<file path="src/hdl/rv_pkg.sv">
`default_nettype none

package rv_pkg;

    // data and instruction widths
    typedef logic [63:0] xlen_t;
    typedef logic [31:0] inst_t;
    typedef logic [4:0]  reg_addr_t;
    typedef logic [7:0]  mem_strb_t;

    // one-hot select vectors
    typedef logic [10:0] alu_op_t;
    typedef logic [2:0]  opnd1_sel_t;
    typedef logic [1:0]  opnd2_sel_t;
    typedef logic [2:0]  wb_sel_t;
    typedef logic [3:0]  npc_sel_t;

    localparam alu_op_t OP_ADD   = 11'b000_0000_0001;
    localparam alu_op_t OP_SUB   = 11'b000_0000_0010;
    localparam alu_op_t OP_SLT   = 11'b000_0000_0100;
    localparam alu_op_t OP_SLTU  = 11'b000_0000_1000;
    localparam alu_op_t OP_XOR   = 11'b000_0001_0000;
    localparam alu_op_t OP_OR    = 11'b000_0010_0000;
    localparam alu_op_t OP_AND   = 11'b000_0100_0000;
    localparam alu_op_t OP_SLL   = 11'b000_1000_0000;
    localparam alu_op_t OP_SRL   = 11'b001_0000_0000;
    localparam alu_op_t OP_SRA   = 11'b010_0000_0000;
    localparam alu_op_t OP_PASSB = 11'b100_0000_0000;

    localparam opnd1_sel_t OP1_RS1  = 3'b001;
    localparam opnd1_sel_t OP1_PC   = 3'b010;
    localparam opnd1_sel_t OP1_ZERO = 3'b100;

    localparam opnd2_sel_t OP2_RS2 = 2'b01;
    localparam opnd2_sel_t OP2_IMM = 2'b10;

    localparam wb_sel_t WB_ALU  = 3'b001;
    localparam wb_sel_t WB_MEM  = 3'b010;
    localparam wb_sel_t WB_LINK = 3'b100;

    localparam npc_sel_t NPC_SEQ  = 4'b0001;
    localparam npc_sel_t NPC_BR   = 4'b0010;
    localparam npc_sel_t NPC_JAL  = 4'b0100;
    localparam npc_sel_t NPC_JALR = 4'b1000;

    // major opcodes, inst[6:0]
    localparam logic [6:0] OPC_LOAD    = 7'b0000011;
    localparam logic [6:0] OPC_STORE   = 7'b0100011;
    localparam logic [6:0] OPC_BRANCH  = 7'b1100011;
    localparam logic [6:0] OPC_OPIMM   = 7'b0010011;
    localparam logic [6:0] OPC_OPIMM32 = 7'b0011011;
    localparam logic [6:0] OPC_OP      = 7'b0110011;
    localparam logic [6:0] OPC_OP32    = 7'b0111011;
    localparam logic [6:0] OPC_LUI     = 7'b0110111;
    localparam logic [6:0] OPC_AUIPC   = 7'b0010111;
    localparam logic [6:0] OPC_JAL     = 7'b1101111;
    localparam logic [6:0] OPC_JALR    = 7'b1100111;

endpackage

`default_nettype wire

</file>
<file path="src/hdl/rv_regfile.sv">
`timescale 1ns/1ps
`default_nettype none

module rv_regfile (
    input  logic              sys_clk,
    input  logic              reset,
    input  rv_pkg::reg_addr_t rs1,
    input  rv_pkg::reg_addr_t rs2,
    output rv_pkg::xlen_t     rs1_data,
    output rv_pkg::xlen_t     rs2_data,
    input  logic              wen,
    input  rv_pkg::reg_addr_t rd,
    input  rv_pkg::xlen_t     rd_data
);
    import rv_pkg::*;

    xlen_t regs [32];

    always_ff @(posedge sys_clk) begin
        if (reset) begin
            for (int i = 0; i < 32; i++) begin
                regs[i] <= '0;
            end
        end else if (wen && (rd != '0)) begin
            regs[rd] <= rd_data;
        end
    end

    // x0 reads as zero
    assign rs1_data = (rs1 == '0) ? '0 : regs[rs1];
    assign rs2_data = (rs2 == '0) ? '0 : regs[rs2];

endmodule

`default_nettype wire

</file>
<file path="config.mk">
export PLATFORM = sky130hd
export DESIGN_NAME = rv_regfile
export DESIGN_NICKNAME = d
export VERILOG_FILES = /design/src/hdl/rv_pkg.sv /design/src/hdl/rv_regfile.sv
export SDC_FILE = /design/constraint.sdc
export NUM_CORES = 2
export LEC_CHECK = 0
export BUFFER_PORTS_ARGS = -buffer_cell sky130_fd_sc_hd__buf_2
export CAP_MARGIN = 20
export CELL_PAD_IN_SITES_DETAIL_PLACEMENT = 0
export CELL_PAD_IN_SITES_GLOBAL_PLACEMENT = 1
export CORE_MARGIN = 5
export CORE_UTILIZATION = 50
export CTS_BUF_LIST = sky130_fd_sc_hd__clkbuf_8
export DETAILED_ROUTE_END_ITERATION = 16
export PLACE_DENSITY = 0.78
export SLEW_MARGIN = 30
export SYNTH_ARGS = -nofsm -noshare
export SYNTH_HDL_FRONTEND = slang
export SYNTH_SLANG_ARGS = --single-unit
</file>
<file path="constraint.sdc">
create_clock -name sys_clk -period 6.35 [get_ports sys_clk]
set_input_delay 0.635 -clock sys_clk [delete_from_list [all_inputs] [get_ports sys_clk]]
set_output_delay 0.635 -clock sys_clk [all_outputs]
set_load 0.02 [all_outputs]
</file>
### Word-level counts from Yosys, hierarchy flattened

Memory sizes are Yosys's and may differ from the RTL's.
Cells that the tools add are included.

* register bits: 0
* RAM bits: 2048
* input bits: 82
* output and inout port bits: 128
* word-level logic and storage cells: 16
* memories: 1

Memory list
* regs: words 32, bits a word 64, read ports 2, clocked after Yosys merged registers in 0, wr ports 32, RTL line rv_regfile.sv:17 `xlen_t regs [32];`

* mux-type cells: 10
* reductions and logical operators: 5

Operators by type and width (number)
* $mux 64: 3
* $reduce_or 64->1: 1
* $logic_not 5->1: 2
* $mux 1: 6
* $mux 5: 1
* $reduce_bool 5->1: 1
* $logic_and 1x1->1: 1

### Longest topological paths before layout

* word-level depth: 7
* mapped depth: 10
* depth with buffers taken out: 5

### Worst setup path after synthesis

Ideal clock, no wire load.

* path kind: input port to output port
* start point: input rs1[0]
* end point: output rs1_data[42]
* arrival: 2.780 ns
* data required time: 5.715 ns
* slack: 2.935 ns
* stages: 9
* buffers on the path: 5
* cell sequence: buf_4 buf_6 buf_6 buf_6 buf_8 mux2i_1 o22ai_1 a211oi_1 a2111oi_0

* word-level cells in the longest chain between the ends: 2

RTL lines
* start: declaration: RTL line rv_regfile.sv:7 `input rv_pkg::reg_addr_t rs1,`
* $mem_v2 32x64 or $logic_not 5->1 (tied branches)
* $mux 64 (*): RTL line rv_regfile.sv:30 `assign rs1_data = (rs1 == '0) ? '0 : regs[rs1];`
* end: declaration: RTL line rv_regfile.sv:9 `output rv_pkg::xlen_t rs1_data,`

Mark *: on every way between the ends. The rest lies on a longest branch, timed or not.

### Worst setup path after layout

Same ends and word-level chain as after synthesis.

==> impl_results.md <==
- Hpwl dp: approximately 240000 um
- Layout Utilization: 0.556
- Post-synth ARST share: 0
- Pint: 0.0230 W
- Initial antenna violation count: 72
- Core footprint: 215000 sq um
- Die Wd: 475 um
- Num ports: 210
- Hold/Removal Path Class: input port to register
- Post-synth EDFFs: about 2000
- Fmax: between 0.2 and 0.25 GHz
- Largest net degree at the start of global routing: approximately 100
- Minimum hold slack: between 0.1 and 0.15 ns
- Leakage power total: around 42 nW
- Gp weighted congestion: 0.883
- Period utilisation layout: 0.765
- Die H: 475 um
- Clk root buf: clkbuf_8
- Total negative slack: 0 ns
- Number of synthesized register bits: ~2000
- Worst Setup Start Kind: input port
- Crit. End Element: output pin
- Drt wl/cell: 41.8 um
- Critical path arrival: around 4.2 ns
- Critical path class: input port to output pin
- Gr usage total: 0.379
- Syn Inst Count: 7055
- Area growth syn-to-layout: 10.4%
- H-tree Lvls: 5
- Post_cts resized: 0
- Buffer levels on the longest clock path: 4
- Top Registers: regs x2048
- Flop pwr share: 0.504
- Clock edge transition at the registers on the reported setup and hold paths: approximately 0.06 ns
- Run status: finished, final reports clean
- Slew at the pin closest to its max-slew limit: 1.11 ns
- Max Slew Vio Count: 0
- Register area share after synthesis: 0.568
- Critical-path maximum fanout: 39
- Clk pwr share: 0.356
- Cell Pwr Density: around 270 nW/um^2
- Die area: roughly 230000 sq um
- Yosys warns: 0
- Total CTS buffers: about 360
- Switch share: 0.277
- Vias in the first global route: a little over 70000
- RSZ-0062 raised after global routing: no
- Synthesized area: roughly 110000 sq um
- Max_cap viols: 0
- Global-route wire length before repair: 587000 um
- CTS tree: yes
- Max FFs per register: 2048
- CP required: between 5 and 6 ns
- Rel. slew slack: 0.261
- Hold_buf cts: 1
- Final nets: around 7200
- Drt drc: 0
- Iter 0 DRT Violations: approximately 14000
- Syn Area/Cell: around 15 sq um
- Synth unique cells: 44
- DR pass1 iterations: 6
- Proportion of layout cells with a drive suffix above 1: 0.271
- Comb pwr share: 0.140
- I/O Buffers: between 200 and 250
- Maximum vdd drop: between 0.2 and 0.25 mV
- Sw Pwr: a little under 0.009 W
- FP Rows: 170
- GR Overflow Total: 0
- Vias/cell: between 7 and 8
- CTS sink cnt: roughly 2000
- Biggest register: regs
- Final Hold Fails: 0
- Via count: about 74000
- Post-DRT Antenna Nets: 0
- Fin crit period: roughly 4.9 ns
- Final WL: around 430000 um
- Setup violators final: 0
- Setup bufs post-CTS: 0
- Initial Utilization: 0.503
- Synth Flop Type: edfxtp_1
==> synth_stat cells (11+ instances only) <==
cell       instances  area (sq um)
edfxtp_1        2048         61500
and2_1          1986         12400
mux4_2           906         20400
clkbuf_1         575          2160
mux2i_1          363          3630
mux2_2           122          1370
nand2_1          108           405
buf_2            107           536
o22ai_1          100           626
a22oi_1           74           556
a221oi_1          58           508
nor2_1            57           214
o221ai_1          54           473
a21oi_1           49           245
buf_1             47           176
a21o_1            42           315
buf_4             36           270
or2_2             35           219
and3_1            31           194
a22o_1            30           263
a32oi_1           30           263
o2111ai_1         30           263
o211ai_1          30           225
buf_6             23           259
nand3_1           22           110
nor2b_1           15          93.8
a2111oi_0         12           105
a211oi_1          11          82.6
==> cell usage in the layout (no fill, tap or decap), types with 9 or more instances in the layout <==
master,instances
edfxtp_1,2048
and2_1,1985
mux4_2,906
clkbuf_8,366
mux2i_1,363
buf_2,200
buf_4,164
mux2_2,122
nand2_1,104
o22ai_1,100
inv_1,93
clkinv_1,86
diode_2,80
a22oi_1,74
buf_12,65
conb_1,64
a221oi_1,58
o221ai_1,53
clkinv_2,50
a21oi_1,49
a21o_1,42
nor2_4,37
or2_4,32
and3_1,31
a22o_1,30
o211ai_1,30
a32oi_1,30
o2111ai_1,30
nand3_1,21
nor2_1,20
a211oi_1,11
nor2b_1,10
o21ai_0,10
bufinv_16,9
buf_16,9
==> power by group through the flow <==
stage | logic [W] | clock network [W] | registers, W
global placement | 0.00427 | 0 | 0.0162
floorplan | 0.00256 | 0 | 0.0161
CTS | 0.00433 | 0.0113 | 0.0160
global route | 0.00449 | 0.0120 | 0.0161
finish | 0.00445 | 0.0113 | 0.0160
detailed placement | 0.00431 | 0 | 0.0163
==> final cells by class <==
cell class	instances	area, sq um
multi-input combinational	4278	44100
clock inverter	244	1240
inverter	2	11.3
fill	16800	95500
antenna	80	200
timing repair buffer	448	3910
sequential	2048	61500
tap	2838	3550
clock buffer	366	5040
==> critical path: stages <==
cell,delay (ns)
buf_8,0.32
buf_16,0.35
buf_4,0.35
mux4_2,0.54
mux2i_1,0.34
nor2_1,0.09
a2111oi_1,0.77
a2111oi_2,0.23
buf_4,0.24
buf_2,0.16
==> metrics by stage <==
step / setup WS [ns] / cell area [sq um] / instances / power, W
floorplan: 2.93 / 108000 / 7118 / 0.0187
global placement: 0.725 / 113000 / 9594 / 0.0205
detailed placement: 1.54 / 113000 / 9608 / 0.0206
CTS: 1.53 / 119000 / 10200 / 0.0316
global route: 1.41 / 119000 / 10200 / 0.0325
finish: 1.49 / 120000 / 10300 / 0.0318
==> worst paths after layout <==
kind | startpoint | endpoint | slack [ns] | depth (start not counted)
max | rs1[0] | rs1_data[42] | 1.49 | 10
min | rd_data[58] | regs[23][58] | 0.14 | 2
==> per-layer routing <==
metal | wire length, um | GRT usage | share of wire
met1 | 144000 | 0.488 | 0.33
met2 | 191000 | 0.559 | 0.44
met3 | 64900 | 0.120 | 0.15
met4 | 30700 | 0.238 | 0.071
met5 | 210 | 0.00128 | 0.00049
==> logic make-up (layout without fill, tap and decap cells) <==
group	after synthesis	count (layout)	share of synthesized area
compound gates	539	539	0.0375
buf+inv	792	1060	0.0317
flops	2048	2048	0.568
mux	1391	1391	0.235
other cells	1	144	0.0000346
simple gates	2284	2284	0.128
No activity file was read; power rests on OpenSTA's default activity.
