**config.mk**
```make
export PLATFORM = sky130hd
export DESIGN_NAME = rv_writeback
export DESIGN_NICKNAME = d
export VERILOG_FILES = /design/src/hdl/rv_pkg.sv /design/src/hdl/rv_writeback.sv
export SDC_FILE = /design/constraint.sdc
export NUM_CORES = 1
export LEC_CHECK = 0
export BUFFER_PORTS_ARGS = -buffer_cell sky130_fd_sc_hd__buf_2
export CORE_AREA = 2 2 108 110
export DETAILED_ROUTE_END_ITERATION = 6
export DIE_AREA = 0 0 110 112
export PLACE_DENSITY = 0.75
export REMOVE_ABC_BUFFERS = 1
export SYNTH_ARGS = -nofsm -noshare
export SYNTH_HDL_FRONTEND = slang
export SYNTH_SLANG_ARGS = --single-unit
```
**constraint.sdc**
```tcl
create_clock -name vclk -period 3.5
set_clock_uncertainty 0.15 [all_clocks]
set_input_delay 0.7 -clock vclk [all_inputs]
set_output_delay 0.7 -clock vclk [all_outputs]
set_load 0.05 [all_outputs]
```
**src/hdl/rv_pkg.sv**
```systemverilog
`default_nettype none

package rv_pkg;

    // data and instruction widths
    typedef logic [63:0] xlen_t;
    typedef logic [31:0] inst_t;
    typedef logic [4:0]  reg_addr_t;
    typedef logic [7:0]  mem_strb_t;

    // one-hot select vectors
    typedef logic [10:0] alu_op_t;
    typedef logic [2:0]  opnd1_sel_t;
    typedef logic [1:0]  opnd2_sel_t;
    typedef logic [2:0]  wb_sel_t;
    typedef logic [3:0]  npc_sel_t;

    localparam alu_op_t OP_ADD   = 11'b000_0000_0001;
    localparam alu_op_t OP_SUB   = 11'b000_0000_0010;
    localparam alu_op_t OP_SLT   = 11'b000_0000_0100;
    localparam alu_op_t OP_SLTU  = 11'b000_0000_1000;
    localparam alu_op_t OP_XOR   = 11'b000_0001_0000;
    localparam alu_op_t OP_OR    = 11'b000_0010_0000;
    localparam alu_op_t OP_AND   = 11'b000_0100_0000;
    localparam alu_op_t OP_SLL   = 11'b000_1000_0000;
    localparam alu_op_t OP_SRL   = 11'b001_0000_0000;
    localparam alu_op_t OP_SRA   = 11'b010_0000_0000;
    localparam alu_op_t OP_PASSB = 11'b100_0000_0000;

    localparam opnd1_sel_t OP1_RS1  = 3'b001;
    localparam opnd1_sel_t OP1_PC   = 3'b010;
    localparam opnd1_sel_t OP1_ZERO = 3'b100;

    localparam opnd2_sel_t OP2_RS2 = 2'b01;
    localparam opnd2_sel_t OP2_IMM = 2'b10;

    localparam wb_sel_t WB_ALU  = 3'b001;
    localparam wb_sel_t WB_MEM  = 3'b010;
    localparam wb_sel_t WB_LINK = 3'b100;

    localparam npc_sel_t NPC_SEQ  = 4'b0001;
    localparam npc_sel_t NPC_BR   = 4'b0010;
    localparam npc_sel_t NPC_JAL  = 4'b0100;
    localparam npc_sel_t NPC_JALR = 4'b1000;

    // major opcodes, inst[6:0]
    localparam logic [6:0] OPC_LOAD    = 7'b0000011;
    localparam logic [6:0] OPC_STORE   = 7'b0100011;
    localparam logic [6:0] OPC_BRANCH  = 7'b1100011;
    localparam logic [6:0] OPC_OPIMM   = 7'b0010011;
    localparam logic [6:0] OPC_OPIMM32 = 7'b0011011;
    localparam logic [6:0] OPC_OP      = 7'b0110011;
    localparam logic [6:0] OPC_OP32    = 7'b0111011;
    localparam logic [6:0] OPC_LUI     = 7'b0110111;
    localparam logic [6:0] OPC_AUIPC   = 7'b0010111;
    localparam logic [6:0] OPC_JAL     = 7'b1101111;
    localparam logic [6:0] OPC_JALR    = 7'b1100111;

endpackage

`default_nettype wire

```
**src/hdl/rv_writeback.sv**
```systemverilog
`timescale 1ns/1ps
`default_nettype none

module rv_writeback (
    input  logic              reg_wen,
    input  logic              reset,
    input  rv_pkg::reg_addr_t rd,
    input  rv_pkg::wb_sel_t   wb_sel,
    input  rv_pkg::xlen_t     alu_result,
    input  rv_pkg::xlen_t     mem_rdata,
    input  rv_pkg::mem_strb_t mem_rstrb,
    input  logic              mem_rsext,
    input  rv_pkg::xlen_t     pc,
    output logic              wb_en,
    output rv_pkg::reg_addr_t wb_rd,
    output rv_pkg::xlen_t     wb_data
);
    import rv_pkg::*;

    xlen_t rdata_low, rdata_mask, load_val;
    logic  sign_bit;

    // bring the addressed byte lane down to bit 0
    assign rdata_low = mem_rdata >> {alu_result[2:0], 3'b000};

    always_comb begin
        for (int i = 0; i < 8; i++) begin
            rdata_mask[8*i +: 8] = {8{mem_rstrb[i]}};
        end
        // top bit of the access width
        if (mem_rstrb[7]) begin
            sign_bit = rdata_low[63];
        end else if (mem_rstrb[3]) begin
            sign_bit = rdata_low[31];
        end else if (mem_rstrb[1]) begin
            sign_bit = rdata_low[15];
        end else begin
            sign_bit = rdata_low[7];
        end
    end

    assign load_val = (rdata_low & rdata_mask) |
                      (~rdata_mask & {64{mem_rsext && sign_bit}});

    always_comb begin
        case (wb_sel)
            WB_ALU:  wb_data = alu_result;
            WB_MEM:  wb_data = load_val;
            WB_LINK: wb_data = pc + xlen_t'(4);
            default: wb_data = '0;
        endcase
    end

    assign wb_en = reg_wen && !reset;
    assign wb_rd = rd;

endmodule

`default_nettype wire

```
# Word level (Yosys, flattened, before mapping)
# Cells that the tools add are included.
# totals
out_inout_bits,70
inputBits,211
elab_cells,16
register_bits,0
# classes
muxes,4
add_sub_neg,1
shift,1
n_eq_ne,3
n_bitwise,4
reduce_logical,3
# ops
operator,count
one-hot mux 64 bit (3 select lines),1
AND 64 bit,2
"adder 64 x 3 -> 64 bit, second input constant",1
inverter 64 bit,1
OR 64 bit,1
>> shifter 64 x 6 -> 64 bit,1
"equality test 3 x 1 -> 1 bit, second input constant",1
"equality test 3 x 2 -> 1 bit, second input constant",1
"equality test 3 bit, second input constant",1
two-way mux 1 bit,3
logical AND 1 bit,2
logical NOT 1 bit,1

# Depth between registers and ports, before layout
# logic_depth
depth_word,8
mapped_depth,10
mapped_depth_nobuf,7

# Worst setup path after synthesis
# No wires, ideal clock.
# synth_path
kind,input -> output
start,input alu_result[0]
end,output wb_data[24]
stages,8
required_time_ns,2.650
setup_slack_ns,-0.703
n_path_buf,2
arrival_time_ns,3.353
path_cell_list,buf_6 buf_8 mux2i_1 mux4_2 and4b_1 a211o_1 nor2b_1 o21ai_0
# synth_between
elab_chain_cells,8
elab_cells_between_ends,9
cone_classes,shift (1); mux (4); bitwise (3); reduce/logical (1)
# synth_rtl
element,line,source
"start, declared",rv_writeback.sv:9,"input rv_pkg::xlen_t alu_result,"
>> shifter 64 x 6 -> 64 bit *,rv_writeback.sv:24,"assign rdata_low = mem_rdata >> {alu_result[2:0], 3'b000};"
two-way mux 1 bit,rv_writeback.sv:35,end else if (mem_rstrb[1]) begin
two-way mux 1 bit,rv_writeback.sv:33,end else if (mem_rstrb[3]) begin
two-way mux 1 bit,rv_writeback.sv:31,if (mem_rstrb[7]) begin
logical AND 1 bit,rv_writeback.sv:43,(~rdata_mask & {64{mem_rsext && sign_bit}});
AND 64 bit,rv_writeback.sv:43,
OR 64 bit *,rv_writeback.sv:42,assign load_val = (rdata_low & rdata_mask) |
one-hot mux 64 bit (3 select lines) *,rv_writeback.sv:46,case (wb_sel)
"end, declared",rv_writeback.sv:16,output rv_pkg::xlen_t wb_data
# Mark *: on every way between the ends. The rest lies on a longest branch, timed or not.

# Worst setup path after layout
# layout_path
start,input mem_rdata[63]
end,output wb_data[56]
# layout_between
elab_chain_cells,8
# layout_rtl
element,line,source
"start, declared",rv_writeback.sv:10,"input rv_pkg::xlen_t mem_rdata,"
>> shifter 64 x 6 -> 64 bit *,rv_writeback.sv:24,
two-way mux 1 bit,rv_writeback.sv:35,
two-way mux 1 bit,rv_writeback.sv:33,
two-way mux 1 bit *,rv_writeback.sv:31,
logical AND 1 bit *,rv_writeback.sv:43,
AND 64 bit *,rv_writeback.sv:43,
OR 64 bit *,rv_writeback.sv:42,
one-hot mux 64 bit (3 select lines) *,rv_writeback.sv:46,
# Marks and branches as above.

==> run metrics <==
starting density of the core=0.3904; final slew viol count=0; drt wl/cell=20.49 µm; status=complete, but fails checks; Ys Warns=0; pin count of the biggest net entering global routing=39; CP max FO=6; CP Launch Point=mem_rdata[63]; PnR worst setup slack=-0.1501 ns; Slowest-stage cell, CP=mux4_2; Sw Ratio=0.5821; Mapped Cells=629; DR pass1 iterations=7; Post-DRT Antenna Nets=0; syn avg cell area=6.936 µm²; seq_cells=0; Cell variety after synth=63; final hold vios=0; Final Cell Area=7421 µm²; GP Congestion=0.9864; Vias=6,725; post-synthesis sequential area ratio=0; placed inst area=6496 µm²; Pleak=3.276 nW; DIE WIDTH=110 µm; CP arrival=2.80 ns; vias per cell=6.103; Total GRT Usage=0.3389; FF/Latch Area=0 µm²; Worst Max-Slew Pin Slew=0.4821 ns; Fmax=274.0 MHz; max cap viols=0; P_sw=0.0005978 W; RSZ-0062 raised after global routing=true; setup tns final=-3.978 ns; CP required=2.65 ns; Setup-failing EPs final=54; Design Power=0.001027 W; fillers=947; mapped cell area=4363 µm²; Core Area=11,170 µm²; Fin Hold WS=1.250 ns; residual DRC count=0; cts hold-fix bufs=0; P_int=0.0004292 W; Pwr Density=138.4 nW/µm²; Comb pwr share=1.000; beginning of the worst hold path=rd[1]; initial antenna violation count=1; Layout area overhead=70.09%; grt total ovfl=0; violated checks=negative setup slack; clock share of power=0; share of cells above drive strength 1=0.5136; initial detailed-routing violation count=669; Critical Path End Type=output pin; relative slew slack=0.6761; Die H=112 µm; Clock Buffer Count=0; # rows=39; PortBufs=271; Setup crit start kind=primary input; critical path class=in2out; Hold WC Path Type=in2out; Final period util=1.043; min cycle time layout=3.650 ns; slowest stage delay, CP=0.50 ns; WL final=22,580 µm; HPWL Detailed=17,960 µm; Layout Nets=1,172; DIE AREA=12,320 µm²; crit-path cells=buf_2, buf_4, nand2b_1, mux4_2, buf_4, and3b_1, nor4_4, buf_6, buf_12, buf_12, a221oi_1, o21ai_1, buf_6; vias in the first global route=6,346; hold path cells=0; sequential share of power=0; first-pass GRT wire length=32,970 µm; I/O Pins=281; VDD IR max=0.08180 mV
-- repair_timing --
| action | 4_1_cts | 5_1_grt |
|---|---|---|
| setup endpoints to repair | 61 | 64 |
| gates resized for setup | 118 | 84 |
| cloned | 0 | 3 |
| endpoints found under the hold margin | 0 | 0 |
| pin swaps | 7 | 15 |
| buffers inserted | 2 | 7 |
-- routing by layer --
metal / GRT usage / wire length [µm] / part of all wire / vias to the layer above
met3: 0.04918 / 2205 / 0.098 / 77
met4: 0.1080 / 969 / 0.043 / 0
met2: 0.5611 / 10620 / 0.47 / 440
met5: 0 / 0 / 0 / -
met1: 0.4475 / 8783 / 0.39 / 3103
li1: - / - / - / 3105
-- kinds of logic after synthesis --
kind of cell,synth area share
XOR/XNOR,0.1084
AO/OA/AOI/OAI,0.3309
adder cells (fa/ha/maj),0.002867
multiplexers,0.1973
AND/OR/NAND/NOR,0.2862
buffers and inverters,0.07428
-- worst paths after layout --
check | end | slack [ns]
setup / recovery | wb_data[56] | -0.15
hold / removal | wb_rd[1] | 1.25
-- cell type report --
type,count,area [µm²],area share
multi-input combinational,562,4478,0.6034
timing repair buffer,384,2716,0.3660
tap,143,178.9,0.02411
inverter,12,45.04,0.006070
antenna,1,2.502,0.0003372
-- worst max-delay path, delay by kind of cell --
| kind | cells | cell delay, ns |
|---|---|---|
| mux | 1 | 0.50 |
| compound gates | 2 | 0.17 |
| simple gates | 3 | 0.43 |
| buf+inv | 7 | 1.00 |
-- Yosys cell counts (all sizes together), types with 12 or more instances --
master | n | area, µm²
nand2 | 65 | 246.5
o21ai | 55 | 275.3
nor2 | 45 | 171.4
xnor2 | 42 | 367.9
mux2i | 41 | 410.4
clkbuf | 33 | 123.9
a21oi | 31 | 155.2
nand3 | 29 | 145.1
o211ai | 27 | 232.7
nor3 | 25 | 155.2
buf | 22 | 155.1
nand4 | 20 | 137.6
mux4 | 16 | 360.4
a22oi | 15 | 112.6
and3 | 13 | 81.33
o221ai | 13 | 113.9
inv | 12 | 45.04
nor2b | 12 | 75.07
xor2 | 12 | 105.1
-- layout by cell type, fill, tap and decap left out, types with 4 or more instances in the layout --
| cell | synthesis | routed |
|---|---|---|
| buf_2 | 10 | 209 |
| buf_4 | 5 | 115 |
| nand2_1 | 64 | 61 |
| buf_6 | 4 | 47 |
| nor2_1 | 44 | 44 |
| xnor2_1 | 42 | 42 |
| mux2i_1 | 41 | 38 |
| nand3_1 | 29 | 29 |
| a21oi_1 | 31 | 29 |
| o21ai_0 | 35 | 24 |
| o211ai_1 | 21 | 21 |
| nand4_1 | 18 | 18 |
| o21ai_2 | 0 | 17 |
| mux4_2 | 16 | 16 |
| nor3_1 | 19 | 16 |
| a22oi_1 | 15 | 15 |
| and3_1 | 13 | 13 |
| o21ai_1 | 20 | 13 |
| xor2_1 | 12 | 12 |
| nor2b_1 | 12 | 11 |
| a211o_1 | 11 | 11 |
| inv_1 | 12 | 10 |
| o22ai_1 | 9 | 9 |
| a211oi_1 | 10 | 9 |
| nor3_2 | 6 | 8 |
| o221ai_4 | 0 | 8 |
| mux2_2 | 8 | 8 |
| buf_12 | 0 | 8 |
| o211ai_2 | 6 | 6 |
| a32oi_1 | 5 | 5 |
| nand2_2 | 1 | 4 |
| a221oi_2 | 0 | 4 |
| o221ai_2 | 0 | 4 |
-- power groups by stage --
| stage | registers, W | clock network (W) | logic (W) |
|---|---|---|---|
| 3_5_place_dp | 0 | 0 | 0.000876 |
| 4_1_cts | 0 | 0 | 0.000946 |
| 5_1_grt | 0 | 0.0000000000382 | 0.00108 |
| 6_report | 0 | 0.0000000000382 | 0.00103 |
| 2_1_floorplan | 0 | 0 | 0.000467 |
| 3_3_place_gp | 0 | 0 | 0.000872 |
-- metrics by stage --
stage	worst slack (ns)	utilization	instances
3_3_place_gp	-0.2845	0.5813	1090
6_report	-0.1501	0.6641	1102
5_1_grt	-0.1903	0.6641	1102
2_1_floorplan	-2.783	-	574
4_1_cts	-0.08824	0.6166	1091
3_5_place_dp	-0.3303	0.5813	1090
Note: power is estimated with default switching activity, not from simulation.
