[config.mk]
export PLATFORM = sky130hd
export DESIGN_NAME = rv_pc_unit
export DESIGN_NICKNAME = d
export VERILOG_FILES = /design/src/hdl/rv_pkg.sv /design/src/hdl/rv_pc_unit.sv
export SDC_FILE = /design/constraint.sdc
export NUM_CORES = 1
export LEC_CHECK = 0
export ABC_CLOCK_PERIOD_IN_PS = 3560
export BUFFER_PORTS_ARGS = -buffer_cell sky130_fd_sc_hd__buf_2
export CAP_MARGIN = 20
export CORE_MARGIN = 2
export CORE_UTILIZATION = 55
export DETAILED_ROUTE_END_ITERATION = 10
export GPL_TIMING_DRIVEN = 0
export PLACE_DENSITY = 0.8
export SKIP_LAST_GASP = 1
export SLEW_MARGIN = 5
export SYNTH_ARGS = -nofsm -noshare
export SYNTH_HDL_FRONTEND = slang
export SYNTH_SLANG_ARGS = --single-unit
export TNS_END_PERCENT = 10
[constraint.sdc]
create_clock -name sys_clk -period 3.56 [get_ports sys_clk]
set_clock_uncertainty 0.1 [all_clocks]
set_input_delay 0.356 -clock sys_clk [delete_from_list [all_inputs] [get_ports sys_clk]]
set_output_delay 0.356 -clock sys_clk [all_outputs]
set_load 0.01 [all_outputs]
[src/hdl/rv_pkg.sv]
`default_nettype none

package rv_pkg;

    // data and instruction widths
    typedef logic [63:0] xlen_t;
    typedef logic [31:0] inst_t;
    typedef logic [4:0]  reg_addr_t;
    typedef logic [7:0]  mem_strb_t;

    // one-hot select vectors
    typedef logic [10:0] alu_op_t;
    typedef logic [2:0]  opnd1_sel_t;
    typedef logic [1:0]  opnd2_sel_t;
    typedef logic [2:0]  wb_sel_t;
    typedef logic [3:0]  npc_sel_t;

    localparam alu_op_t OP_ADD   = 11'b000_0000_0001;
    localparam alu_op_t OP_SUB   = 11'b000_0000_0010;
    localparam alu_op_t OP_SLT   = 11'b000_0000_0100;
    localparam alu_op_t OP_SLTU  = 11'b000_0000_1000;
    localparam alu_op_t OP_XOR   = 11'b000_0001_0000;
    localparam alu_op_t OP_OR    = 11'b000_0010_0000;
    localparam alu_op_t OP_AND   = 11'b000_0100_0000;
    localparam alu_op_t OP_SLL   = 11'b000_1000_0000;
    localparam alu_op_t OP_SRL   = 11'b001_0000_0000;
    localparam alu_op_t OP_SRA   = 11'b010_0000_0000;
    localparam alu_op_t OP_PASSB = 11'b100_0000_0000;

    localparam opnd1_sel_t OP1_RS1  = 3'b001;
    localparam opnd1_sel_t OP1_PC   = 3'b010;
    localparam opnd1_sel_t OP1_ZERO = 3'b100;

    localparam opnd2_sel_t OP2_RS2 = 2'b01;
    localparam opnd2_sel_t OP2_IMM = 2'b10;

    localparam wb_sel_t WB_ALU  = 3'b001;
    localparam wb_sel_t WB_MEM  = 3'b010;
    localparam wb_sel_t WB_LINK = 3'b100;

    localparam npc_sel_t NPC_SEQ  = 4'b0001;
    localparam npc_sel_t NPC_BR   = 4'b0010;
    localparam npc_sel_t NPC_JAL  = 4'b0100;
    localparam npc_sel_t NPC_JALR = 4'b1000;

    // major opcodes, inst[6:0]
    localparam logic [6:0] OPC_LOAD    = 7'b0000011;
    localparam logic [6:0] OPC_STORE   = 7'b0100011;
    localparam logic [6:0] OPC_BRANCH  = 7'b1100011;
    localparam logic [6:0] OPC_OPIMM   = 7'b0010011;
    localparam logic [6:0] OPC_OPIMM32 = 7'b0011011;
    localparam logic [6:0] OPC_OP      = 7'b0110011;
    localparam logic [6:0] OPC_OP32    = 7'b0111011;
    localparam logic [6:0] OPC_LUI     = 7'b0110111;
    localparam logic [6:0] OPC_AUIPC   = 7'b0010111;
    localparam logic [6:0] OPC_JAL     = 7'b1101111;
    localparam logic [6:0] OPC_JALR    = 7'b1100111;

endpackage

`default_nettype wire

[src/hdl/rv_pc_unit.sv]
`timescale 1ns/1ps
`default_nettype none

module rv_pc_unit #(
    parameter rv_pkg::xlen_t RESET_PC = 64'h8000_0000
) (
    input  logic             sys_clk,
    input  logic             reset,
    input  rv_pkg::npc_sel_t npc_sel,
    input  rv_pkg::xlen_t    imm,
    input  rv_pkg::xlen_t    jalr_target,
    output rv_pkg::xlen_t    pc
);
    import rv_pkg::*;

    xlen_t next_pc;

    always_comb begin
        case (npc_sel)
            NPC_SEQ:         next_pc = pc + xlen_t'(4);
            NPC_BR, NPC_JAL: next_pc = pc + imm;
            // jalr clears bit 0 of the target
            NPC_JALR:        next_pc = jalr_target & ~xlen_t'(1);
            default:         next_pc = pc + xlen_t'(4);
        endcase
    end

    always_ff @(posedge sys_clk) begin
        if (reset) begin
            pc <= RESET_PC;
        end else begin
            pc <= next_pc;
        end
    end

endmodule

`default_nettype wire

* After elaboration in Yosys (flattened, before gate mapping) *
Cells that the tools add are included.
W data, S select, Z words.

word-level totals
  bits in registers = 64
  bits of input ports = 134
  output and inout port bits = 64
  logic and storage cells = 8

cells by class
  add/subtract/negate cells = 2
  muxes and demuxes = 1
  reductions and logical operators = 1
  equal/unequal tests = 3

operator list
  operator                 number
  $pmux W64 S2             1
  $add A64 B3 Y64 const B  1
  $add A64 B64 Y64         1
  $eq A4 B2 Y1 const B     1
  $eq A4 B3 Y1 const B     1
  $eq A4 B4 Y1 const B     1
  $reduce_or A2 Y1         1

* Longest topological paths before layout *
  word-level depth = 3
  gate-level depth with buffers = 12
  mapped depth without buffers = 12

* Least setup slack after synthesis *
No wires, ideal clock.

  kind = register -> register
  from = reg pc[3]
  to = reg pc[63]
  data arrival time = 2.710 ns
  data required time = 3.337 ns
  clock period less this slack = 2.933 ns
  path buffers = 1
  stages on the path, launching flop included = 12
  setup time = 0.123 ns
  slack = 0.627 ns
  path through = dfxtp_1 > ha_1 > a21o_1 > a21oi_2 > a21oi_1 > or4_4 > nand4_1 > nand3_2 > a41o_1 > buf_6 > a31oi_1 > mux2_1

on the way
  cells in the longest elaborated chain, start to end = 2
  elaborated cells between the ends (all ways) = 3
  those cells by class = add/sub (2); mux (1)

RTL lines
  element                                              RTL line                                              RTL
  from (decl)                                          rv_pc_unit.sv:12                                      output rv_pkg::xlen_t pc
  from (signal assigned)                               rv_pc_unit.sv:32                                      pc <= next_pc;
  $add A64 B3 Y64 or $add A64 B64 Y64 (tied branches)  rv_pc_unit.sv:20, rv_pc_unit.sv:24, rv_pc_unit.sv:21
  $pmux W64 S2 (*)                                     rv_pc_unit.sv:19                                      case (npc_sel)

Mark *: on every way between the ends. The rest lies on a longest branch, timed or not.
A chain may end at the register's enable or synchronous reset.

* Worst setup path in the final report *
  from = reg pc[0]
  to = reg pc[34]

The elaborated chain is that of the path after synthesis.

==> summary.md <==
## Critical path
* **flop2flop setup slack** 0.11 ns
* **cell at the slowest stage of the critical path** sky130_fd_sc_hd__o31ai_1
* **biggest fanout along the worst timing path** 4
* **category of the worst setup path capture point** flop
* **arrival time at the worst endpoint** 3.55 ns
* **longest individual stage delay on the worst path** 0.47 ns
* **critical path required time** 3.66 ns
* **path type of the worst setup path** reg -> reg
* **startpoint type of the worst setup path** flop
* **ordered cell list for the critical path** ha_1 > inv_1 > fa_1 > nor2b_1 > o2111ai_1 > a211o_1 > and4_1 > o31ai_1 > a21boi_1 > o21ai_0 > xnor2_1 > o22ai_1

## Global route
* **number of antenna violations at the first check in global routing** 1
* **Congestion Overflow GR** 0
* **number of global-route vias before repair** 8759
* **largest net degree at the start of global routing** 13
* **global-route wire length before repair** 45.2 mm
* **global router's overall resource usage** 39.7%

## Final layout
* **# fillers** 1286
* **largest registers** pc: 64 flops
* **synth-to-layout area growth** 20.5%
* **largest reg by FF count** pc
* **post-route cell area** 9190 sq um
* **diodes inserted** 0
* **area of the multi-input gates** 5970 sq um
* **total area of sequential cells** 1280 sq um
* **fraction of layout cells with a size suffix above 1** 18.8%
* **Total Nets Final** 1461
* **max reg flops** 64
* **final cell count without fillers** 1447

## Synthesis
* **Yosys cell types** 75
* **fraction of post-synthesis cell area in the top cell type by area** 16.8%
* **post-synthesis sequential element count** 64
* **Yosys Warn Count** 0
* **top area cells in the synthesized netlist** sky130_fd_sc_hd__dfxtp_1 17%, sky130_fd_sc_hd__ha_1 11%, sky130_fd_sc_hd__xnor2_1 8.2%
* **Commonest cells post-synth** 109 x sky130_fd_sc_hd__a21oi_1, 102 x sky130_fd_sc_hd__nand2_1, 84 x sky130_fd_sc_hd__nor2_1
* **share of the yosys chip area belonging to registers** 16.8%
* **number of nets produced by synthesis** 1253
* **top cell type by total area after synthesis** sky130_fd_sc_hd__dfxtp_1
* **most numerous cell in the Yosys netlist** sky130_fd_sc_hd__a21oi_1
* **Mean Syn Cell Area** 7.23 sq um
* **fraction of synthesis flops using an asynchronous set or reset pin** 0%
* **number of enable flip-flop cells after synthesis** 0
* **post-synthesis instance area** 7620 sq um
* **Most used DFF post-synth** sky130_fd_sc_hd__dfxtp_1
* **instance count of the mapped netlist** 1054

## Floorplanning
* **I/O pin count** 198
* **Core Rows** 43
* **area of the die** 14800 sq um
* **Die Ht** 122 microns
* **starting utilization of the core area** 55.6%
* **core footprint** 13700 sq um
* **width of the chip** 122 microns

## CTS
* **clock slew at reported path FFs** 0.06 ns
* **Num CTS Buffers** 9
* **depth of the CTS H-tree** 3
* **clock tree root buffer cell** sky130_fd_sc_hd__clkbuf_16
* **clock network latency to the later pin of the worst-skew pair** 0.36 ns
* **count of clock tree sinks** 64
* **maximum clock insertion buffer count** 2
* **CTS tree** built

## Outcome
* **result of the run** finished, final reports clean

## Power and ir drop
* **switching power as a share of total power** 38.2%
* **Reg power frac** 28.3%
* **power density over the cells** 324 nW/um^2
* **Clock power frac** 34.8%
* **leak pwr** 0.00430 uW
* **Sw Pwr** 1140 uW
* **combinational share of power** 36.8%
* **internal power summed over all cells** 1840 uW
* **Worst IR Drop VDD** 225 uV

## Timing
* **Max Clock Freq** 290 MHz
* **final number of setup-violating endpoints** 0
* **worst-case setup margin in the final layout** 0.108 ns
* **setup repair after global routing missed its margin** yes
* **Hold Vio Cnt, Final** 0
* **clock period minus final worst setup slack** 3.45 ns
* **number of slew-limit violations in the final report** 0
* **transition time of the tightest slew-check pin** 0.989 ns
* **final worst path period share** 97.0%
* **max-slew headroom at the worst pin** 34.0%

## Placed design
* **dpl hpwl** 22.8 mm
* **number of input and output port buffers inserted** 196
* **post-placement cell count** 1430
* **cell area reported after detailed placement** 8830 sq um
* **dpl ws** 0.0410 ns
* **GPL Wtd Cong** 0.992

## Route
* **Total Routed Length** 29.8 mm
* **number of nets still failing antenna checks after routing** 0
* **via total after detailed routing** 9232
* **number of iterations in the first detailed-routing pass** 5
* **post-DR wirelength/cell** 20.6 microns
* **ratio of routed vias to standard cells** 6.38
* **DR DRC count** 0
* **Detailed Route Iter0 Violations** 1091

## Hold path
* **Hold Crit Class** in -> reg

## Job
* **maximum capacitance violations** 0

==> cell families (layout without fill, tap and decap cells) <==
family,count (synthesis),in the layout,share of synthesized area (%)
AO/OA/AOI/OAI,350,350,30.5
XOR/XNOR,105,105,12.1
adder cells (fa/ha/maj),65,65,10.8
buffers and inverters,96,309,5.05
flip-flops,64,64,16.8
multiplexers,3,3,0.410
AND/OR/NAND/NOR,371,371,24.4
==> worst max-delay path: cells and delay by family (launching register included) <==
family	cells	cell delay, ns
simple gates	2	0.43
fa+ha+maj	2	0.57
compound gates	6	1.62
xor+xnor	1	0.16
flops	1	0.35
buf+inv	1	0.06
==> layout by cell type, fill, tap and decap left out, types with 4 or more instances in the layout <==
| cell | Yosys | final |
|---|---|---|
| sky130_fd_sc_hd__xnor2_1 | 71 | 71 |
| sky130_fd_sc_hd__nand3_1 | 39 | 39 |
| sky130_fd_sc_hd__nand2b_1 | 7 | 7 |
| sky130_fd_sc_hd__o21a_1 | 5 | 5 |
| sky130_fd_sc_hd__o2111ai_1 | 5 | 5 |
| sky130_fd_sc_hd__buf_2 | 5 | 201 |
| sky130_fd_sc_hd__a21oi_1 | 109 | 109 |
| sky130_fd_sc_hd__nand3b_1 | 4 | 4 |
| sky130_fd_sc_hd__ha_1 | 64 | 64 |
| sky130_fd_sc_hd__nor2_1 | 84 | 84 |
| sky130_fd_sc_hd__o22ai_1 | 11 | 11 |
| sky130_fd_sc_hd__a31oi_1 | 6 | 6 |
| sky130_fd_sc_hd__o21ai_1 | 6 | 6 |
| sky130_fd_sc_hd__nor2b_1 | 5 | 5 |
| sky130_fd_sc_hd__nor3_1 | 20 | 20 |
| sky130_fd_sc_hd__and4_1 | 6 | 6 |
| sky130_fd_sc_hd__clkbuf_16 | 0 | 9 |
| sky130_fd_sc_hd__a21o_1 | 37 | 37 |
| sky130_fd_sc_hd__clkbuf_1 | 47 | 46 |
| sky130_fd_sc_hd__xor2_1 | 34 | 34 |
| sky130_fd_sc_hd__a22oi_1 | 45 | 45 |
| sky130_fd_sc_hd__o21bai_1 | 16 | 16 |
| sky130_fd_sc_hd__o211ai_1 | 8 | 8 |
| sky130_fd_sc_hd__buf_4 | 3 | 5 |
| sky130_fd_sc_hd__o21ai_0 | 39 | 39 |
| sky130_fd_sc_hd__nand4_1 | 38 | 38 |
| sky130_fd_sc_hd__a221oi_1 | 18 | 18 |
| sky130_fd_sc_hd__buf_1 | 4 | 4 |
| sky130_fd_sc_hd__or3_1 | 11 | 11 |
| sky130_fd_sc_hd__nor4_1 | 4 | 4 |
| sky130_fd_sc_hd__and2_1 | 6 | 6 |
| sky130_fd_sc_hd__nand2_1 | 102 | 102 |
| sky130_fd_sc_hd__dfxtp_1 | 64 | 64 |
| sky130_fd_sc_hd__and3_1 | 32 | 32 |
| sky130_fd_sc_hd__inv_1 | 36 | 36 |
==> through the flow <==
stage | power, uW | TNS, ns | hold slack, ns | util (%)
after floorplan | 1570 | 0 | 0.398 | -
after global placement | 1910 | 0 | 0.403 | 64.4
after detailed placement | 1910 | 0 | 0.403 | 64.4
after CTS | 2930 | 0 | 0.151 | 66.8
after global routing | 3100 | -0.192 | 0.154 | 67.0
final | 2980 | 0 | 0.146 | 67.0
==> power by group through the flow <==
stage | logic (uW) | clock network [uW] | registers (uW)
6_report | 1100 | 1040 | 844
5_1_grt | 1200 | 1060 | 852
4_1_cts | 1070 | 1020 | 841
3_3_place_gp | 1050 | 0 | 855
2_1_floorplan | 700 | 0 | 865
3_5_place_dp | 1060 | 0 | 856
==> cell type report <==
| type | count | area share [%] |
|---|---|---|
| plain buffers | 59 | 2.68 |
| clock buffers | 10 | 2.60 |
| clock inverters | 6 | 1.01 |
| inverters | 36 | 1.47 |
| multi-input cells | 894 | 65.0 |
| flip-flops and latches | 64 | 13.9 |
| well taps | 180 | 2.45 |
| repair buffers | 198 | 10.8 |
==> repair_timing <==
action / 4_1_cts / 5_1_grt
hold buffers: 0 / 0
setup endpoints to repair: 0 / 10
gates resized for setup: 0 / 2
setup buffers: 0 / 2
==> metal layers <==
layer | routed length (microns) | part of all wire, % | vias up | track usage [%]
li1 | - | - | 4347 | -
met1 | 12000 | 40 | 4273 | 48.9
met2 | 13300 | 45 | 516 | 64.1
met3 | 3050 | 10 | 96 | 10.3
met4 | 1420 | 4.8 | 0 | 19.8
met5 | 0 | 0 | - | 0
==> final timing paths <==
path | from | end | cells past startpoint
min reg2reg | pc[0]$_SDFFE_PP0N_ | pc[0]$_SDFFE_PP0N_ | 2
min | jalr_target[23] | pc[23]$_SDFF_PP0_ | 3
max | pc[0]$_SDFFE_PP0N_ | pc[34]$_SDFF_PP0_ | 12
max reg2reg | pc[0]$_SDFFE_PP0N_ | pc[34]$_SDFF_PP0_ | 12
Power figures use the tool's default switching activity.
