--- src/hdl/rv_pkg.sv ---
`default_nettype none

package rv_pkg;

    // data and instruction widths
    typedef logic [63:0] xlen_t;
    typedef logic [31:0] inst_t;
    typedef logic [4:0]  reg_addr_t;
    typedef logic [7:0]  mem_strb_t;

    // one-hot select vectors
    typedef logic [10:0] alu_op_t;
    typedef logic [2:0]  opnd1_sel_t;
    typedef logic [1:0]  opnd2_sel_t;
    typedef logic [2:0]  wb_sel_t;
    typedef logic [3:0]  npc_sel_t;

    localparam alu_op_t OP_ADD   = 11'b000_0000_0001;
    localparam alu_op_t OP_SUB   = 11'b000_0000_0010;
    localparam alu_op_t OP_SLT   = 11'b000_0000_0100;
    localparam alu_op_t OP_SLTU  = 11'b000_0000_1000;
    localparam alu_op_t OP_XOR   = 11'b000_0001_0000;
    localparam alu_op_t OP_OR    = 11'b000_0010_0000;
    localparam alu_op_t OP_AND   = 11'b000_0100_0000;
    localparam alu_op_t OP_SLL   = 11'b000_1000_0000;
    localparam alu_op_t OP_SRL   = 11'b001_0000_0000;
    localparam alu_op_t OP_SRA   = 11'b010_0000_0000;
    localparam alu_op_t OP_PASSB = 11'b100_0000_0000;

    localparam opnd1_sel_t OP1_RS1  = 3'b001;
    localparam opnd1_sel_t OP1_PC   = 3'b010;
    localparam opnd1_sel_t OP1_ZERO = 3'b100;

    localparam opnd2_sel_t OP2_RS2 = 2'b01;
    localparam opnd2_sel_t OP2_IMM = 2'b10;

    localparam wb_sel_t WB_ALU  = 3'b001;
    localparam wb_sel_t WB_MEM  = 3'b010;
    localparam wb_sel_t WB_LINK = 3'b100;

    localparam npc_sel_t NPC_SEQ  = 4'b0001;
    localparam npc_sel_t NPC_BR   = 4'b0010;
    localparam npc_sel_t NPC_JAL  = 4'b0100;
    localparam npc_sel_t NPC_JALR = 4'b1000;

    // major opcodes, inst[6:0]
    localparam logic [6:0] OPC_LOAD    = 7'b0000011;
    localparam logic [6:0] OPC_STORE   = 7'b0100011;
    localparam logic [6:0] OPC_BRANCH  = 7'b1100011;
    localparam logic [6:0] OPC_OPIMM   = 7'b0010011;
    localparam logic [6:0] OPC_OPIMM32 = 7'b0011011;
    localparam logic [6:0] OPC_OP      = 7'b0110011;
    localparam logic [6:0] OPC_OP32    = 7'b0111011;
    localparam logic [6:0] OPC_LUI     = 7'b0110111;
    localparam logic [6:0] OPC_AUIPC   = 7'b0010111;
    localparam logic [6:0] OPC_JAL     = 7'b1101111;
    localparam logic [6:0] OPC_JALR    = 7'b1100111;

endpackage

`default_nettype wire

--- src/hdl/rv_decoder.sv ---
`timescale 1ns/1ps
`default_nettype none

module rv_decoder (
    input  rv_pkg::inst_t      inst,
    input  rv_pkg::xlen_t      rs1_data,
    input  rv_pkg::xlen_t      rs2_data,
    output rv_pkg::reg_addr_t  rs1,
    output rv_pkg::reg_addr_t  rs2,
    output rv_pkg::reg_addr_t  rd,
    output rv_pkg::xlen_t      imm,
    output logic               reg_wen,
    output logic               mem_wen,
    output rv_pkg::mem_strb_t  mem_wstrb,
    output rv_pkg::mem_strb_t  mem_rstrb,
    output logic               mem_rsext,
    output rv_pkg::npc_sel_t   npc_sel,
    output rv_pkg::wb_sel_t    wb_sel,
    output rv_pkg::opnd1_sel_t opnd1_sel,
    output rv_pkg::opnd2_sel_t opnd2_sel,
    output rv_pkg::alu_op_t    alu_op,
    output logic               word_op
);
    import rv_pkg::*;

    logic [6:0] opcode;
    logic [6:0] funct7;
    logic [2:0] funct3;
    logic [7:0] f3;
    logic       f7_zero, f7_alt, f6_zero, f6_alt;
    logic       ri_ok, ri32_ok, rr_ok, rr32_ok, ri, rr;
    logic       load_ok, store_ok, branch_ok, lui, auipc, jal, jalr_ok;
    logic       eq, lt, ltu, br_taken;
    mem_strb_t  size_strb;

    ////////////////////
    // fields and immediates
    ////////////////////
    assign opcode = inst[6:0];
    assign funct3 = inst[14:12];
    assign funct7 = inst[31:25];
    assign rd     = inst[11:7];
    assign rs1    = inst[19:15];
    assign rs2    = inst[24:20];

    // funct3 as one-hot
    assign f3 = 8'b1 << funct3;

    assign f7_zero = (funct7 == 7'b0000000);
    assign f7_alt  = (funct7 == 7'b0100000);
    // rv64 shift immediates borrow funct7[0] for shamt[5]
    assign f6_zero = (funct7[6:1] == 6'b000000);
    assign f6_alt  = (funct7[6:1] == 6'b010000);

    ////////////////////
    // instruction matching
    ////////////////////
    assign ri_ok   = (opcode == OPC_OPIMM) &&
                     (!(f3[1] || f3[5]) || (f3[1] && f6_zero) ||
                      (f3[5] && (f6_zero || f6_alt)));
    assign ri32_ok = (opcode == OPC_OPIMM32) &&
                     (f3[0] || (f3[1] && f7_zero) || (f3[5] && (f7_zero || f7_alt)));
    assign rr_ok   = (opcode == OPC_OP) &&
                     (f7_zero || (f7_alt && (f3[0] || f3[5])));
    assign rr32_ok = (opcode == OPC_OP32) &&
                     ((f7_zero && (f3[0] || f3[1] || f3[5])) ||
                      (f7_alt && (f3[0] || f3[5])));

    assign ri = ri_ok || ri32_ok;
    assign rr = rr_ok || rr32_ok;

    assign load_ok   = (opcode == OPC_LOAD) && !f3[7];
    assign store_ok  = (opcode == OPC_STORE) && !funct3[2];
    assign branch_ok = (opcode == OPC_BRANCH) && !(f3[2] || f3[3]);
    assign lui       = (opcode == OPC_LUI);
    assign auipc     = (opcode == OPC_AUIPC);
    assign jal       = (opcode == OPC_JAL);
    assign jalr_ok   = (opcode == OPC_JALR) && f3[0];

    // sign-extended immediate per format
    assign imm = ({64{ri || load_ok || jalr_ok}} & {{52{inst[31]}}, inst[31:20]})
               | ({64{store_ok}} & {{52{inst[31]}}, inst[31:25], inst[11:7]})
               | ({64{branch_ok}} &
                  {{52{inst[31]}}, inst[7], inst[30:25], inst[11:8], 1'b0})
               | ({64{lui || auipc}} & {{32{inst[31]}}, inst[31:12], 12'b0})
               | ({64{jal}} &
                  {{44{inst[31]}}, inst[19:12], inst[20], inst[30:21], 1'b0});

    ////////////////////
    // control selects
    ////////////////////
    assign reg_wen = ri || rr || load_ok || lui || auipc || jal || jalr_ok;
    assign mem_wen = store_ok;
    assign word_op = ri32_ok || rr32_ok;

    // access size from funct3[1:0], shared by loads and stores
    always_comb begin
        case (funct3[1:0])
            2'b00:   size_strb = 8'b0000_0001;
            2'b01:   size_strb = 8'b0000_0011;
            2'b10:   size_strb = 8'b0000_1111;
            default: size_strb = 8'b1111_1111;
        endcase
    end

    assign mem_wstrb = store_ok ? size_strb : '0;
    assign mem_rstrb = load_ok ? size_strb : '0;
    assign mem_rsext = load_ok && !funct3[2];

    assign wb_sel = (WB_LINK & {3{jal || jalr_ok}})
                  | (WB_MEM  & {3{load_ok}})
                  | (WB_ALU  & {3{ri || rr || lui || auipc}});

    assign opnd1_sel = (OP1_RS1  & {3{ri || rr || load_ok || store_ok || jalr_ok}})
                     | (OP1_PC   & {3{auipc || jal || branch_ok}})
                     | (OP1_ZERO & {3{lui}});

    assign opnd2_sel = (OP2_RS2 & {2{rr}})
                     | (OP2_IMM & {2{ri || load_ok || store_ok || branch_ok ||
                                     jal || jalr_ok || lui || auipc}});

    // inst[30] splits sub from add and sra from srl
    assign alu_op = (OP_ADD  & {11{((ri || (rr && !inst[30])) && f3[0]) || load_ok ||
                                   store_ok || branch_ok || lui || auipc ||
                                   jal || jalr_ok}})
                  | (OP_SUB  & {11{rr && inst[30] && f3[0]}})
                  | (OP_SLT  & {11{(ri || rr) && f3[2]}})
                  | (OP_SLTU & {11{(ri || rr) && f3[3]}})
                  | (OP_XOR  & {11{(ri || rr) && f3[4]}})
                  | (OP_OR   & {11{(ri || rr) && f3[6]}})
                  | (OP_AND  & {11{(ri || rr) && f3[7]}})
                  | (OP_SLL  & {11{(ri || rr) && f3[1]}})
                  | (OP_SRL  & {11{(ri || rr) && f3[5] && !inst[30]}})
                  | (OP_SRA  & {11{(ri || rr) && f3[5] && inst[30]}});

    ////////////////////
    // branch decision
    ////////////////////
    assign eq  = (rs1_data == rs2_data);
    assign lt  = ($signed(rs1_data) < $signed(rs2_data));
    assign ltu = (rs1_data < rs2_data);

    assign br_taken = branch_ok && ((f3[0] && eq) || (f3[1] && !eq) ||
                                    (f3[4] && lt) || (f3[5] && !lt) ||
                                    (f3[6] && ltu) || (f3[7] && !ltu));

    assign npc_sel = (NPC_JALR & {4{jalr_ok}})
                   | (NPC_JAL  & {4{jal}})
                   | (NPC_BR   & {4{br_taken}})
                   | (NPC_SEQ  & {4{!(jalr_ok || jal || br_taken)}});

endmodule

`default_nettype wire

--- config.mk ---
export PLATFORM = sky130hd
export DESIGN_NAME = rv_decoder
export DESIGN_NICKNAME = d
export VERILOG_FILES = /design/src/hdl/rv_pkg.sv /design/src/hdl/rv_decoder.sv
export SDC_FILE = /design/constraint.sdc
export NUM_CORES = 1
export LEC_CHECK = 0
export BUFFER_PORTS_ARGS = -buffer_cell sky130_fd_sc_hd__buf_2
export CORE_AREA = 2 2 110 112
export DETAILED_ROUTE_END_ITERATION = 10
export DIE_AREA = 0 0 112 114
export PLACE_DENSITY = 0.67
export SLEW_MARGIN = 20
export SYNTH_ARGS = -nofsm -noshare
export SYNTH_HDL_FRONTEND = slang
export SYNTH_SLANG_ARGS = --single-unit
--- constraint.sdc ---
create_clock -name vclk -period 3.93
set_clock_uncertainty 0.2 [all_clocks]
set_input_delay 0.1965 -clock vclk [all_inputs]
set_output_delay 0.1965 -clock vclk [all_outputs]
set_load 0.005 [all_outputs]
# After elaboration in Yosys (flattened, before gate mapping)
# Cells that the tools add are included.
# totals
ff_bits	0
latchBits	0
ramBits	0
rom_bits	0
inputBits	160
out_inout_bits	122
word_cells	147
memories	0
# op_classes
add_sub_neg	0
multipliers	0
n_div	0
n_lt_le_gt_ge	2
eq_ne	16
n_shift	1
mux	3
bitwise	26
reduce_logical	99
# ops
op	n
AND 64 bit	5
bitwise OR 64 bit	4
< comparator 64 bit	2
== test 64 bit	1
logical OR 1 bit	52
== test 7 x 6 -> 1 bit (second input constant)	5
logical AND 1 bit	35
case mux 8 bit (3 select lines)	1
== test 7 x 5 -> 1 bit (second input constant)	3
== test 7 bit (second input constant)	3
two-way mux 8 bit	2
bitwise OR 9 x 10 -> 10 bit	1
logical NOT 1 bit	9
bitwise OR 8 x 9 -> 9 bit	1
bitwise OR 7 x 8 -> 8 bit	1
<< shifter 1 x 3 -> 8 bit (first input constant)	1
== test 7 x 2 -> 1 bit (second input constant)	1
logical NOT 7 bit	1
bitwise OR 6 x 7 -> 7 bit	1
== test 6 x 5 -> 1 bit (second input constant)	1
logical NOT 6 bit	1
bitwise OR 1 x 2 -> 2 bit	3
bitwise OR 2 x 3 -> 3 bit	2
bitwise OR 5 x 6 -> 6 bit	1
10 further kinds	10

# Depth between registers and ports, before layout
# logic_depth
depth_word	26
depth_mapped	11
mapped_depth_nobuf	10

# Least setup slack after synthesis
# No wires, ideal clock.
# synth_timing
path_type	in2out
start	input inst[26]
end	output imm[32]
t_arrival_ns	2.450
t_required_ns	3.533
path_slack_ns	1.084
stages	8
path_buffers	1
cell_sequence	or4_1 o311ai_1 a32oi_1 nor3b_2 nor2_1 nand2_1 and2_1 buf_4
# synth_via
elab_chain_cells	13
elab_cells_between_ends	24
cone_classes	eq/ne: 2; bitwise: 5; reduce/logical: 17
# synth_lines
element	line	text
start: declaration	rv_decoder.sv:5	input rv_pkg::inst_t inst,
== test 7 x 6 -> 1 bit (tied with other cells)	rv_decoder.sv:50	assign f7_alt = (funct7 == 7'b0100000);
logical OR 1 bit (tied with other cells)	rv_decoder.sv:62	(f3[0] || (f3[1] && f7_zero) || (f3[5] && (f7_zero || f7_alt)));
logical AND 1 bit (tied with other cells)	rv_decoder.sv:62	
logical OR 1 bit, on equally long branches	rv_decoder.sv:62, rv_decoder.sv:59	
logical AND 1 bit, on equally long branches	rv_decoder.sv:61, rv_decoder.sv:58	
logical OR 1 bit (*)	rv_decoder.sv:69	assign ri = ri_ok || ri32_ok;
logical OR 1 bit (*) (2 in series)	rv_decoder.sv:81	assign imm = ({64{ri || load_ok || jalr_ok}} & {{52{inst[31]}}, inst[31:20]})
AND 64 bit (*)	rv_decoder.sv:81	
bitwise OR 64 bit (*)	rv_decoder.sv:82	| ({64{store_ok}} & {{52{inst[31]}}, inst[31:25], inst[11:7]})
bitwise OR 64 bit (*)	rv_decoder.sv:83	| ({64{branch_ok}} &
bitwise OR 64 bit (*)	rv_decoder.sv:85	| ({64{lui || auipc}} & {{32{inst[31]}}, inst[31:12], 12'b0})
bitwise OR 64 bit (*)	rv_decoder.sv:86	| ({64{jal}} &
end: declaration	rv_decoder.sv:11	output rv_pkg::xlen_t imm,
# Every way passes the cells marked *; elsewhere a longest branch is shown, timed or not.

# Worst setup path in the final report
# layout_timing
start	input inst[26]
end	output imm[52]
# The elaborated chain is that of the path after synthesis.

==> impl_metrics.json <==
{
  "yosys_warnings": 0,
  "synth-seq-area-share_pct": 0,
  "clkbuf_count": 0,
  "fin_area_mm2": 0.00402,
  "syn_to_final_growth_pct": 35.4,
  "p_leak_nw": 2.78,
  "drc_errors": 0,
  "die_w_um": 112,
  "die_area_mm2": 0.0128,
  "dr.pass1.iters": 4,
  "wl_um": 10300,
  "grt_use_total_pct": 14.6,
  "cts_resized": 0,
  "std_cell_rows": 40,
  "grt-ovfl-total": 0,
  "ir_worst_vdd_uv": 32.5,
  "postSynthAreaPerCell_um2": 6.80,
  "synthCells": 436,
  "syn-num-nets": 660,
  "hold_viol": 0,
  "synth_area_mm2": 0.00297,
  "critPathRequiredTime_ns": 3.53,
  "post_drt_wl_per_cell_um": 12.9,
  "fin_nets": 873,
  "place.gp.congestion": 0.901,
  "dp.cells": 794,
  "vias_per_cell": 4.42,
  "netlist_top_cells_area": "ha_1 27%, buf_4 16%, inv_1 9.1%, nand2_1 5.2%, a21oi_1 4.7%",
  "hp-class": "input port to primary output",
  "finalSetupTns_ns": 0,
  "fin_cells": 794,
  "final_antenna_net_count": 0,
  "crit_arrival_ns": 2.68,
  "nFlopsAndLatches": 0,
  "final_max_slew_viol_count": 0,
  "dp_hpwl_um": 9390,
  "synth_top_area_share_pct": 27.0,
  "holdWs_ns": 0.376,
  "synth_commonest_cells": "72 x inv_1, 64 x buf_4, 64 x ha_1",
  "period_needed_ns": 3.08,
  "fillers": 1331,
  "end_kind": "primary output",
  "ctsHoldBuffers": 0,
  "regArea_um2": 0,
  "status": "completed",
  "grt_first_pass_wirelength_um": 15700,
  "grt_pass1_vias": 3224,
  "fin_util_pct": 34.3,
  "synth.most_common_cell": "inv_1",
  "worst_pin_slew_ns": 0.783,
  "cap_violations": 0,
  "drive_above_1_share_pct": 48.1,
  "start_util_pct": 25.3,
  "synthDistinctLibCells": 56,
  "cp-start-kind": "input port",
  "worst-path-max-fanout": 33,
  "synth_top_cell_by_area": "ha_1",
  "io_pins": 282,
  "setup_violations": 0,
  "path_class": "input port to primary output",
  "fin_crit_sh_pct": 78.4,
  "portBuffers": 281,
  "dr.first_iter.drc_count": 134,
  "num_vias": 3511,
  "core_mm2": 0.0117,
  "dpl_cell_area_mm2": 0.00402,
  "antenna_found_initial": 0,
  "postCtsSetupRepairBufs": 0,
  "fp.dieH_um": 114,
  "relSlewSlack_pct": 47.8,
  "power_density_mw_per_mm2": 73.7,
  "grt_max_degree": 34,
  "antenna_cells": 0,
  "rsz0062_at_grt": "no",
  "max_freq_mhz": 325
}
[final timing paths]
kind | from | end | slack, ns | cells past startpoint
min | inst[10] | rd[3] | 0.38 | 2
max | inst[26] | imm[52] | 0.85 | 9
[critical path, cell delays in order]
cell,delay [ns]
buf_2,0.11
or4_1,0.56
o311ai_1,0.29
a32oi_1,0.10
nor3b_2,0.32
nor2_1,0.12
nand2_1,0.10
and2_1,0.64
buf_2,0.25
[layout make-up]
cell class	count	area (µm²)	area share, %
inverter	72	270	6.73
timing repair buffer	281	1410	35.0
tap	147	184	4.58
multi-input combinational	294	2160	53.7
[layer usage]
metal | wire, µm | GRT usage, %
met4 | 59 | 0.894
met5 | 0 | 0
met3 | 680 | 1.12
met1 | 4840 | 22.0
met2 | 4710 | 23.7
[through the flow]
step / setup slack (ns) / power (mW)
after floorplan: 1.08 / 0.172
after global placement: 0.812 / 0.296
after detailed placement: 0.843 / 0.297
after CTS: 0.845 / 0.299
after global routing: 0.565 / 0.342
final: 0.850 / 0.296
[report_power, final]
part	internal (mW)	leakage [nW]	switching (mW)
Combinational	0.149	2.78	0.147
Sequential	0	0	0
Clock	0	0	0
Total	0.149	2.78	0.147
[placed cells by master, fill, tap and decap left out, drive strengths merged, types with 2 or more instances in the layout]
master / instances
nand2: 41
a2111oi: 2
nor3: 8
ha: 64
buf: 281
o21ai: 10
nand3: 17
nor2: 29
and2b: 7
a211oi: 4
xnor2: 3
or2: 4
nand4: 15
and3: 2
o211ai: 2
o31ai: 2
a21o: 17
a22o: 4
and2: 2
nor2b: 3
a21oi: 28
or3: 9
o21a: 2
or4: 2
inv: 72
[logic make-up (layout without fill, tap and decap cells)]
group,count (synthesis),count (layout),share of synthesized area (%)
buf+inv,142,353,27.3
fa+ha+maj,64,64,27.0
simple gates,145,145,25.7
other cells,1,1,0.126
xor+xnor,4,4,1.18
compound gates,80,80,18.6
Note: power is estimated with default switching activity, not from simulation.
